[src/hdl/touch_proto_pkg.sv]
package touch_proto_pkg;

	// Converter channel select codes, as sent in command bits 2:1
	typedef enum logic [1:0] {
		CH_Y = 2'b00, // Y plate
		CH_Z = 2'b01, // Pressure
		CH_X = 2'b10  // X plate
	} channel_e;

	// Command byte layout, sent bit 0 first
	localparam int CMD_BITS      = 8; // Command length in serial periods
	localparam int CMD_START_BIT = 0; // Always 1, first bit on the wire
	localparam int CMD_CH_LSB    = 1; // Channel code in bits 2:1
	localparam int CMD_MODE_BIT  = 3; // Always 1
	// Bits 7:4 stay 0, so the line is already low by the end of the command

	// Conversion result returned by the converter, MSB first
	localparam int RESULT_BITS = 12;

	// Frame layout, counted in serial clock periods from the frame start
	localparam int CMD_FIRST  = 0;  // First command bit
	localparam int CMD_LAST   = 7;  // Last command bit
	localparam int BUSY_POS   = 8;  // Converter busy, nothing on the wire
	localparam int READ_FIRST = 9;  // First result bit sampled here
	localparam int READ_LAST  = 20; // Last result bit sampled here
	localparam int FRAME_LAST = 24; // End of the idle tail

	// Whole frame is FRAME_LAST + 1 periods
	// Result window must hold the full result word
	// READ_LAST - READ_FIRST + 1 == RESULT_BITS

endpackage

[src/hdl/touch_timing_pkg.sv]
package touch_timing_pkg;

	// Serial clock divider
	localparam int SCLK_HALF_COUNT = 100; // cclk cycles per half period of touch_clk

	// Repeated frames per channel, only the last result is kept
	localparam int FRAMES_PER_CHANNEL = 15;

	// Counter widths
	localparam int POS_W = 5; // Holds frame positions 0..24
	localparam int REP_W = 4; // Holds repetition counts 0..15

	// Sequencer phase within a frame
	typedef enum logic [1:0] {
		ST_CMD,  // Command bits going out
		ST_BUSY, // Converter busy period
		ST_READ, // Result bits coming in
		ST_GAP   // Idle tail of the frame
	} seq_state_e;

	// Phase order inside a frame
	// ST_CMD -> ST_BUSY -> ST_READ -> ST_GAP -> ST_CMD

endpackage

[src/hdl/touch_result_regs.sv]
`timescale 1ns/1ps

module touch_result_regs (
	input  logic                                    cclk,
	input  logic                                    rstb,
	input  logic                                    capture, // Last frame of a channel done
	input  touch_proto_pkg::channel_e               channel, // Already moved to the next channel
	input  logic [touch_proto_pkg::RESULT_BITS-1:0] rx_word,
	output logic [touch_proto_pkg::RESULT_BITS-1:0] x,
	output logic [touch_proto_pkg::RESULT_BITS-1:0] y,
	output logic [touch_proto_pkg::RESULT_BITS-1:0] z
);

	logic load_x; // Per register load enables
	logic load_y;
	logic load_z;

	// The sequencer rotates the channel together with capture
	// so the channel being left is the one before the current one
	always_comb begin
		load_x = 1'b0;
		load_y = 1'b0;
		load_z = 1'b0;
		if (capture) begin
			case (channel)
				touch_proto_pkg::CH_Y: load_x = 1'b1; // Left X
				touch_proto_pkg::CH_Z: load_y = 1'b1; // Left Y
				default:               load_z = 1'b1; // Left Z, back on X
			endcase
		end
	end

	always_ff @(posedge cclk) begin
		if (!rstb) begin
			x <= '0;
			y <= '0;
			z <= '0;
		end else begin
			if (load_x)
				x <= rx_word;
			if (load_y)
				y <= rx_word;
			if (load_z)
				z <= rx_word; // Values hold between captures
		end
	end

	// rx_word still holds the last frame here
	// The clear at frame_start lands on the same edge as this load

endmodule

[src/hdl/touch_sclk_gen.sv]
`timescale 1ns/1ps

module touch_sclk_gen (
	input  logic cclk,
	input  logic rstb,
	output logic touch_clk, // Serial clock to the converter
	output logic sclk_rise, // One cclk pulse, touch_clk just went high
	output logic sclk_fall  // One cclk pulse, touch_clk just went low
);

	// Divider count within one half period
	logic [$clog2(touch_timing_pkg::SCLK_HALF_COUNT)-1:0] div_cnt;

	// Half period end, toggle point
	logic half_done;

	assign half_done = (int'(div_cnt) == touch_timing_pkg::SCLK_HALF_COUNT - 1);

	always_ff @(posedge cclk) begin
		if (!rstb) begin
			div_cnt   <= '0;
			touch_clk <= 1'b0; // Idle low, first edge is a rise
			sclk_rise <= 1'b0;
			sclk_fall <= 1'b0;
		end else begin
			sclk_rise <= 1'b0; // Strobes last one cycle
			sclk_fall <= 1'b0;
			if (half_done) begin
				div_cnt   <= '0;
				touch_clk <= ~touch_clk;
				// Strobe matches the direction of this toggle
				sclk_rise <= ~touch_clk;
				sclk_fall <= touch_clk;
			end else begin
				div_cnt <= div_cnt + 1'b1;
			end
		end
	end

	// Strobes land in the same cycle that touch_clk changes
	// First rise comes SCLK_HALF_COUNT cycles after reset release

endmodule

[src/hdl/touch_sequencer.sv]
`timescale 1ns/1ps

module touch_sequencer (
	input  logic                      cclk,
	input  logic                      rstb,
	input  logic                      sclk_rise,
	input  logic                      sclk_fall,
	output logic                      frame_start, // Period 0 begins
	output logic                      tx_shift,    // Periods 1..7 begin
	output logic                      rx_sample,   // Rise inside periods 9..20
	output logic                      capture,     // Frame 15 of a channel ended
	output touch_proto_pkg::channel_e channel      // Channel of the current frame
);

	logic [touch_timing_pkg::POS_W-1:0] pos; // Period that the next falling edge starts
	logic [touch_timing_pkg::REP_W-1:0] rep; // Frames on this channel that reached the tail

	touch_timing_pkg::seq_state_e state;       // Phase of the running period
	touch_timing_pkg::seq_state_e start_state; // Phase of the period about to start

	// Frame phase for a given period number
	function automatic touch_timing_pkg::seq_state_e phase_of(input int p);
		if (p <= touch_proto_pkg::CMD_LAST)
			phase_of = touch_timing_pkg::ST_CMD;
		else if (p == touch_proto_pkg::BUSY_POS)
			phase_of = touch_timing_pkg::ST_BUSY;
		else if (p >= touch_proto_pkg::READ_FIRST && p <= touch_proto_pkg::READ_LAST)
			phase_of = touch_timing_pkg::ST_READ;
		else
			phase_of = touch_timing_pkg::ST_GAP;
	endfunction

	// Channel visiting order X, Y, Z
	function automatic touch_proto_pkg::channel_e next_channel(
		input touch_proto_pkg::channel_e ch
	);
		case (ch)
			touch_proto_pkg::CH_X: next_channel = touch_proto_pkg::CH_Y;
			touch_proto_pkg::CH_Y: next_channel = touch_proto_pkg::CH_Z;
			default:               next_channel = touch_proto_pkg::CH_X;
		endcase
	endfunction

	always_comb begin
		start_state = phase_of(int'(pos));
	end

	always_ff @(posedge cclk) begin
		if (!rstb) begin
			pos         <= '0;
			rep         <= '0;
			state       <= touch_timing_pkg::ST_CMD;
			channel     <= touch_proto_pkg::CH_X; // Sweep always starts on X
			frame_start <= 1'b0;
			tx_shift    <= 1'b0;
			rx_sample   <= 1'b0;
			capture     <= 1'b0;
		end else begin
			frame_start <= 1'b0;
			tx_shift    <= 1'b0;
			rx_sample   <= 1'b0;
			capture     <= 1'b0;

			if (sclk_fall) begin
				state <= start_state; // New period begins on the falling edge
				frame_start <= (start_state == touch_timing_pkg::ST_CMD) &&
					(int'(pos) == touch_proto_pkg::CMD_FIRST);
				tx_shift <= (start_state == touch_timing_pkg::ST_CMD) &&
					(int'(pos) != touch_proto_pkg::CMD_FIRST);

				if (int'(pos) == touch_proto_pkg::FRAME_LAST) begin
					pos <= '0;
					rep <= rep + 1'b1; // Frame reached its tail
				end else begin
					pos <= pos + 1'b1;
				end

				// Edge that ends the last frame of a channel
				if (int'(pos) == touch_proto_pkg::CMD_FIRST &&
					int'(rep) == touch_timing_pkg::FRAMES_PER_CHANNEL) begin
					capture <= 1'b1;
					rep     <= '0;
					channel <= next_channel(channel); // New frame_start sees the new channel
				end
			end

			if (sclk_rise)
				rx_sample <= (state == touch_timing_pkg::ST_READ); // Converter data stable on rise
		end
	end

endmodule

[src/hdl/touch_shifter.sv]
`timescale 1ns/1ps

module touch_shifter (
	input  logic                                  cclk,
	input  logic                                  rstb,
	input  logic                                  frame_start, // Load command, present bit 0
	input  logic                                  tx_shift,    // Present the next command bit
	input  logic                                  rx_sample,   // Take one result bit
	input  logic                                  data_in,     // Serial data from the converter
	input  touch_proto_pkg::channel_e             channel,
	output logic                                  data_out,    // Serial data to the converter
	output logic [touch_proto_pkg::RESULT_BITS-1:0] rx_word
);

	logic [touch_proto_pkg::CMD_BITS-1:0] cmd;    // Command for the current channel
	logic [touch_proto_pkg::CMD_BITS-1:0] tx_reg; // Bits not yet on the wire

	// Command byte from the channel code
	always_comb begin
		cmd = '0; // Upper nibble stays clear
		cmd[touch_proto_pkg::CMD_START_BIT] = 1'b1;
		cmd[touch_proto_pkg::CMD_MODE_BIT]  = 1'b1;
		cmd[touch_proto_pkg::CMD_CH_LSB +: 2] = channel;
	end

	// Transmit side, LSB first
	always_ff @(posedge cclk) begin
		if (!rstb) begin
			data_out <= 1'b0;
		end else if (frame_start) begin
			data_out <= cmd[0];
		end else if (tx_shift) begin
			data_out <= tx_reg[0];
		end
	end

	// Remaining command bits, zero filled from the top
	always_ff @(posedge cclk) begin
		if (frame_start)
			tx_reg <= cmd >> 1;
		else if (tx_shift)
			tx_reg <= tx_reg >> 1;
	end

	// data_out is low from period 4 on since bits 7:4 are zero
	// It stays low through busy, read and gap until the next frame

	// Receive side, MSB first, new bits enter at the bottom
	always_ff @(posedge cclk) begin
		if (frame_start)
			rx_word <= '0; // Fresh word each frame
		else if (rx_sample)
			rx_word <= {rx_word[touch_proto_pkg::RESULT_BITS-2:0], data_in};
	end

	// After 12 samples the first bit received sits in bit 11

endmodule

[src/hdl/touchpad_controller.sv]
`timescale 1ns/1ps

module touchpad_controller (
	input  logic                                    cclk,
	input  logic                                    rstb,
	input  logic                                    data_in,   // From converter
	output logic                                    touch_clk, // Serial clock
	output logic                                    data_out,  // To converter
	output logic                                    touch_csb, // Chip select, active low
	output logic [touch_proto_pkg::RESULT_BITS-1:0] x,
	output logic [touch_proto_pkg::RESULT_BITS-1:0] y,
	output logic [touch_proto_pkg::RESULT_BITS-1:0] z
);

	logic sclk_rise;   // Serial edge strobes
	logic sclk_fall;
	logic frame_start; // Sequencer strobes
	logic tx_shift;
	logic rx_sample;
	logic capture;

	touch_proto_pkg::channel_e                channel; // Current frame channel
	logic [touch_proto_pkg::RESULT_BITS-1:0] rx_word; // Last received result

	// Chip select held low whenever out of reset
	always_ff @(posedge cclk) begin
		if (!rstb)
			touch_csb <= 1'b1;
		else
			touch_csb <= 1'b0;
	end

	touch_sclk_gen sclk_gen_i (
		.cclk      (cclk),
		.rstb      (rstb),
		.touch_clk (touch_clk),
		.sclk_rise (sclk_rise),
		.sclk_fall (sclk_fall)
	);

	touch_sequencer sequencer_i (
		.cclk        (cclk),
		.rstb        (rstb),
		.sclk_rise   (sclk_rise),
		.sclk_fall   (sclk_fall),
		.frame_start (frame_start),
		.tx_shift    (tx_shift),
		.rx_sample   (rx_sample),
		.capture     (capture),
		.channel     (channel)
	);

	touch_shifter shifter_i (
		.cclk        (cclk),
		.rstb        (rstb),
		.frame_start (frame_start),
		.tx_shift    (tx_shift),
		.rx_sample   (rx_sample),
		.data_in     (data_in),
		.channel     (channel),
		.data_out    (data_out),
		.rx_word     (rx_word)
	);

	touch_result_regs result_regs_i (
		.cclk    (cclk),
		.rstb    (rstb),
		.capture (capture),
		.channel (channel),
		.rx_word (rx_word),
		.x       (x),
		.y       (y),
		.z       (z)
	);

endmodule

[config.mk]
export PLATFORM = sky130hd
export DESIGN_NAME = touchpad_controller
export DESIGN_NICKNAME = d
export VERILOG_FILES = /design/src/hdl/touch_proto_pkg.sv /design/src/hdl/touch_timing_pkg.sv /design/src/hdl/touch_result_regs.sv /design/src/hdl/touch_sclk_gen.sv /design/src/hdl/touch_sequencer.sv /design/src/hdl/touch_shifter.sv /design/src/hdl/touchpad_controller.sv
export SDC_FILE = /design/constraint.sdc
export NUM_CORES = 1
export LEC_CHECK = 0
export BUFFER_PORTS_ARGS = -buffer_cell sky130_fd_sc_hd__buf_2
export CAP_MARGIN = 10
export CELL_PAD_IN_SITES_DETAIL_PLACEMENT = 0
export CELL_PAD_IN_SITES_GLOBAL_PLACEMENT = 2
export CORE_ASPECT_RATIO = 1.4
export CORE_MARGIN = 3
export CORE_UTILIZATION = 36
export CTS_CLUSTER_SIZE = 10
export DETAILED_ROUTE_END_ITERATION = 10
export GPL_ROUTABILITY_DRIVEN = 0
export PLACE_DENSITY = 0.76
export SETUP_SLACK_MARGIN = 0.02
export SYNTH_ARGS = -nofsm -noshare
export SYNTH_HDL_FRONTEND = slang
export SYNTH_SLANG_ARGS = --single-unit
export TNS_END_PERCENT = 100
[constraint.sdc]
create_clock -name cclk -period 2 [get_ports cclk]
set_input_delay 0.4 -clock cclk [delete_from_list [all_inputs] [get_ports cclk]]
set_output_delay 0.4 -clock cclk [all_outputs]
set_load 0.02 [all_outputs]
Word level (Yosys, flattened, before mapping)
Cells that the tools add are included.
{"block": "totals", "input_bits": 3, "ff_bits": 80, "word_cells": 71}
{"block": "classes", "n_eq_ne": 7, "order_cmp": 3, "reduce_logical": 17, "bitwise_logic": 2, "add_sub_neg": 3, "n_mux": 19}
{"operator": "1-bit two-way mux", "n": 11}
{"operator": "2-bit AND reduction", "n": 5}
{"operator": "2-bit two-way mux", "n": 4}
{"operator": "4-bit two-way mux", "n": 2}
{"operator": "7-bit by 1-bit adder with 7-bit output (second input constant)", "n": 1}
{"operator": "7-bit by 6-bit == test with 1-bit output (second input constant)", "n": 1}
{"operator": "5-bit by 1-bit adder with 5-bit output (second input constant)", "n": 1}
{"operator": "5-bit by 4-bit == test with 1-bit output (second input constant)", "n": 1}
{"operator": "5-bit == test (second input constant)", "n": 1}
{"operator": "5-bit by 4-bit greater-or-equal comparator with 1-bit output (second input constant)", "n": 1}
{"operator": "5-bit by 3-bit <= comparator with 1-bit output (second input constant)", "n": 1}
{"operator": "5-bit <= comparator (second input constant)", "n": 1}
{"operator": "5-bit zero test", "n": 1}
{"operator": "5-bit two-way mux", "n": 1}
{"operator": "5-bit nonzero test", "n": 1}
{"operator": "4-bit by 1-bit adder with 4-bit output (second input constant)", "n": 1}
{"operator": "2-bit == test (second input constant)", "n": 2}
{"operator": "4-bit by 1-bit == test with 1-bit output (second input constant)", "n": 1}
{"operator": "1-bit logical AND", "n": 4}
{"operator": "2-bit zero test", "n": 2}
{"operator": "2-bit one-hot mux with 2 select lines", "n": 1}
{"operator": "2-bit nonzero test", "n": 2}
{"operator": "2-bit OR reduction", "n": 2}
{"operator": "2-bit by 1-bit == test with 1-bit output (second input constant)", "n": 1}
{"operator": "1-bit NOT", "n": 2}

Logic depth before layout (Yosys ltp)
{"block": "logic_depth", "depth_word": 7, "depth_mapped": 6, "ltp_nobuf": 6}

Hierarchy
From an unflattened synthesis, not the netlist that was laid out.
{"block": "hier_totals", "cells_unflattened": 330, "area_unflattened_um2": 3270.6}
{"module": "touch_result_regs", "seq_area_each_um2": 720.7, "area_per_inst_um2": 1456.4, "cells_per_inst": 148, "n_inst": 1}
{"module": "touch_sequencer", "seq_area_each_um2": 340.3, "area_per_inst_um2": 814.5, "cells_per_inst": 89, "n_inst": 1}
{"module": "touch_shifter", "seq_area_each_um2": 340.3, "area_per_inst_um2": 585.6, "cells_per_inst": 50, "n_inst": 1}
{"module": "touch_sclk_gen", "seq_area_each_um2": 200.2, "area_per_inst_um2": 390.4, "cells_per_inst": 41, "n_inst": 1}
{"module": "touchpad_controller", "seq_area_each_um2": 20.0, "area_per_inst_um2": 23.8, "cells_per_inst": 2, "n_inst": 1}

Least setup slack after synthesis
Ideal clock, no wire load.
{"block": "synth_timing", "kind": "register -> register", "from": "register sequencer_i.pos[0] (netlist bit)", "to": "register sequencer_i.channel[0]", "period_less_slack_ns": 1.417, "path_slack_ns": 0.583, "required_time_ns": 1.930, "n_path_buf": 0, "path_stages_with_launch": 7, "t_arrival_ns": 1.347, "path_cell_list": "dfxtp_1 -> inv_1 -> ha_1 -> nor2b_4 -> nand4_4 -> or3_1 -> a21oi_1"}
{"block": "synth_via", "elab_chain_len": 3}
{"item": "from (decl)", "line": "touch_sequencer.sv:15", "source": "logic [touch_timing_pkg::POS_W-1:0] pos;"}
{"item": "from (signal assigned)", "line": "touch_sequencer.sv:75", "source": "pos <= pos + 1'b1;"}
{"item": "5-bit zero test", "line": "touch_sequencer.sv:79", "source": "if (int'(pos) == touch_proto_pkg::CMD_FIRST &&"}
{"item": "1-bit logical AND", "line": "touch_sequencer.sv:79"}
{"item": "2-bit AND reduction (no line)"}
{"item": "to (signal assigned)", "line": "touch_sequencer.sv:53", "source": "channel <= touch_proto_pkg::CH_X;"}
{"item": "to (signal assigned)", "line": "touch_sequencer.sv:83", "source": "channel <= next_channel(channel);"}
{"item": "to (decl)", "line": "touch_sequencer.sv:12", "source": "output touch_proto_pkg::channel_e channel"}
No other way between the ends.
A chain may end at the register's enable or synchronous reset.

Worst setup path after layout
Same ends and word-level chain as after synthesis.

==> summary.md <==
| Metric | Value |
|---|---|
| Fmax | `~620 MHz` |
| Cts hold-fix bufs | `0` |
| Post-Route Skew | `5.38 ps` |
| Reg area | `0.00162 mm2` |
| Vias per cell | `4.84` |
| Synthesis Warnings | `0` |
| Fillers | `809` |
| Distinct cells, synth | `44` |
| Fin crit period | `1600 ps` |
| DR WL/cell | `between 10 and 15 um` |
| Fin Setup TNS | `0 ps` |
| Die Width | `83.9 um` |
| Initial DRT Pass Iterations | `4` |
| Number of synthesized flops with an enable pin | `2` |
| Clock power frac | `0.489` |
| Die H | `115 um` |
| Post-CTS sizing | `0` |
| Actual slew at the worst max-slew pin | `718 ps` |
| Share of power burned in registers | `0.498` |
| Antenna-violating nets left | `0` |
| Max-Cap Viols | `0` |
| Worst EP required | `2260 ps` |
| Pre-CTS setup slack | `417 ps` |
| Final Hold Fails | `0` |
| Die area | `0.00965 mm2` |
| Max Slew Vio Count | `0` |
| NetSw | `0.000635 W` |
| Area of the multi-input gates | `0.00134 mm2` |
| Setup CP Type | `flop to flop` |
| Std-Cell Rows | `39` |
| Clk slew on worst S/H paths | `60 ps` |
| CTS Sinks | `80` |
| IO buf count | `slightly above 40` |
| Final WS setup | `395 ps` |
| Crit share post-route | `0.802` |
| Yosys top cell area share | `0.511` |
| Final WL | `6.23 mm` |
| Max VDD drop | `0.461 mV` |
| Mapped Nets | `313` |
| Synthesis-to-finish area growth | `19.3%` |
| Initial DRC count | `72` |
| Initial core utilization | `0.373` |
| Worst-path maximum fanout | `7` |
| Worst Hold Class | `primary input to flop` |
| Share of layout cells above drive strength 1 | `0.205` |
| Hold Path Cell Cnt | `3` |
| Setup repair bufs after CTS | `0` |
| Total Nets Final | `355` |
| Vias in the first global route | `approximately 2200` |
| Clock insertion delay at the later pin of the skew report | `330 ps` |
| CTS tree | `built` |
| First-pass GRT wire length | `10.6 mm` |
| Slew margin rel. | `0.521` |
| CP endpoint kind | `flop` |
| CTS max path bufs | `2` |
| Cell Area, Synth | `0.00306 mm2` |
| Post-route insts no fill | `around 450` |
| GRT Overall Usage | `0.141` |
| Leak Pwr | `1.58 nW` |
| Most common flop cell mapped by yosys | `dfxtp_1` |
| Combinational share of power | `0.012` |
| Synth area leader | `dfxtp_1` |
| Gr ovfl total | `0` |
| Worst endpoint data arrival time | `1870 ps` |
| Initial antenna violation count | `0` |
| Syn_area_per_cell | `about 10 um2` |
| Number of synthesized register bits | `80` |
| Placed instance area | `0.00335 mm2` |
| Sequential share of the synthesized area | `0.530` |
| Total power | `0.00323 W` |
| Largest net degree at the start of global routing | `26` |
| PwrDens | `886 mW/mm2` |
| Final HPWL DP | `between 4 and 5 mm` |
| Sw Share | `0.196` |
| Internal power | `0.00260 W` |
| Core Area | `around 0.0082 mm2` |
| # IOs | `42` |
| Post-route DRC | `0` |
| Setup violations, final | `0` |
| Post-Place Cells | `438` |
| Commonest non-fill, non-tap cell in the layout | `dfxtp_1` |
| Post-Syn Instances | `305` |
| # H-tree levels | `3` |
| Root Driver | `clkbuf_16` |
| R2R cell count | `6` |
| Finished Cell Area | `0.00365 mm2` |
| Status | `completed` |
| Most frequent cells in the layout | `78 x dfxtp_1, 49 x nor2_1, 41 x buf_2, 39 x mux2i_1, 38 x nand2_1` |
| Via count | `2196` |
| Top cells by area, synth | `dfxtp_1 51%, mux2i_1 13%, nor2_1 6.0%` |
| CTS buffer count | `9` |
| Ys async rst share | `0` |
| Ant. Diodes | `0` |
| RSZ-0062 raised after global routing | `no` |
| Startpoint types | `flop` |
per-layer routing:
metal,vias up,global-route usage,share of wire
li1,1118,-,-
met1,1035,0.161,0.44
met2,32,0.243,0.50
met3,11,0.0351,0.035
met4,0,0.0740,0.022
met5,-,0,0
synth_stat cells (2+ instances only):
cell type / count
buf_4: 2
dfxtp_1: 78
ha_1: 5
and3_1: 7
nor2_1: 49
nand3b_1: 3
a21oi_1: 17
inv_1: 5
xor2_1: 6
buf_2: 4
nand2_1: 38
clkbuf_1: 8
xnor2_1: 5
nor3_1: 2
mux2_2: 2
and2_1: 3
nand4_1: 3
mux2i_1: 39
edfxtp_1: 2
nand3_1: 3
kinds of logic (layout without fill, tap and decap cells):
logic type	after synthesis	in the layout	share of synthesized area
xor+xnor	11	11	0.0315
fa+ha+maj	5	5	0.0205
buf+inv	21	68	0.0323
simple gates	120	120	0.192
compound gates	27	27	0.0581
mux	41	41	0.135
flops	80	80	0.530
worst max-delay path: stages, from the launching register on:
cell,delay (ps)
dfxtp_1,370
inv_1,80
ha_1,190
nor2b_4,210
nand4_4,180
or3_1,360
a21oi_1,140
power groups by stage:
stage | Clock, W | Combinational, W | Sequential, W
5_1_grt | 0.00171 | 0.0000448 | 0.00161
6_report | 0.00158 | 0.0000396 | 0.00161
3_5_place_dp | 0 | 0.0000405 | 0.00165
2_1_floorplan | 0 | 0.0000235 | 0.00165
4_1_cts | 0.00164 | 0.0000410 | 0.00161
3_3_place_gp | 0 | 0.0000404 | 0.00165
area by class of cell:
| type | count | share of cell area |
|---|---|---|
| Sequential cell | 80 | 0.445 |
| Inverter | 6 | 0.00618 |
| Timing Repair Buffer | 46 | 0.0666 |
| Clock buffer | 14 | 0.0782 |
| Clock inverter | 2 | 0.00275 |
| Multi-Input combinational cell | 204 | 0.367 |
| Tap cell | 102 | 0.0350 |
per-stage QoR:
step	hold slack, ps	utilization
after global routing	361	0.445
after CTS	322	0.445
final	320	0.445
after floorplan	413	-
after detailed placement	435	0.409
after global placement	431	0.409
path summary, 6_finish.rpt:
path | from | to | slack, ps
setup / recovery | sequencer_i.pos[0] | sequencer_i.channel[0] | 400
hold reg to reg | sclk_gen_i.div_cnt[0] | sclk_gen_i.div_cnt[0] | 440
hold / removal | data_in | shifter_i.rx_word[0] | 320
setup reg to reg | sequencer_i.pos[0] | sequencer_i.channel[0] | 400
Note: power is estimated with default switching activity, not from simulation.
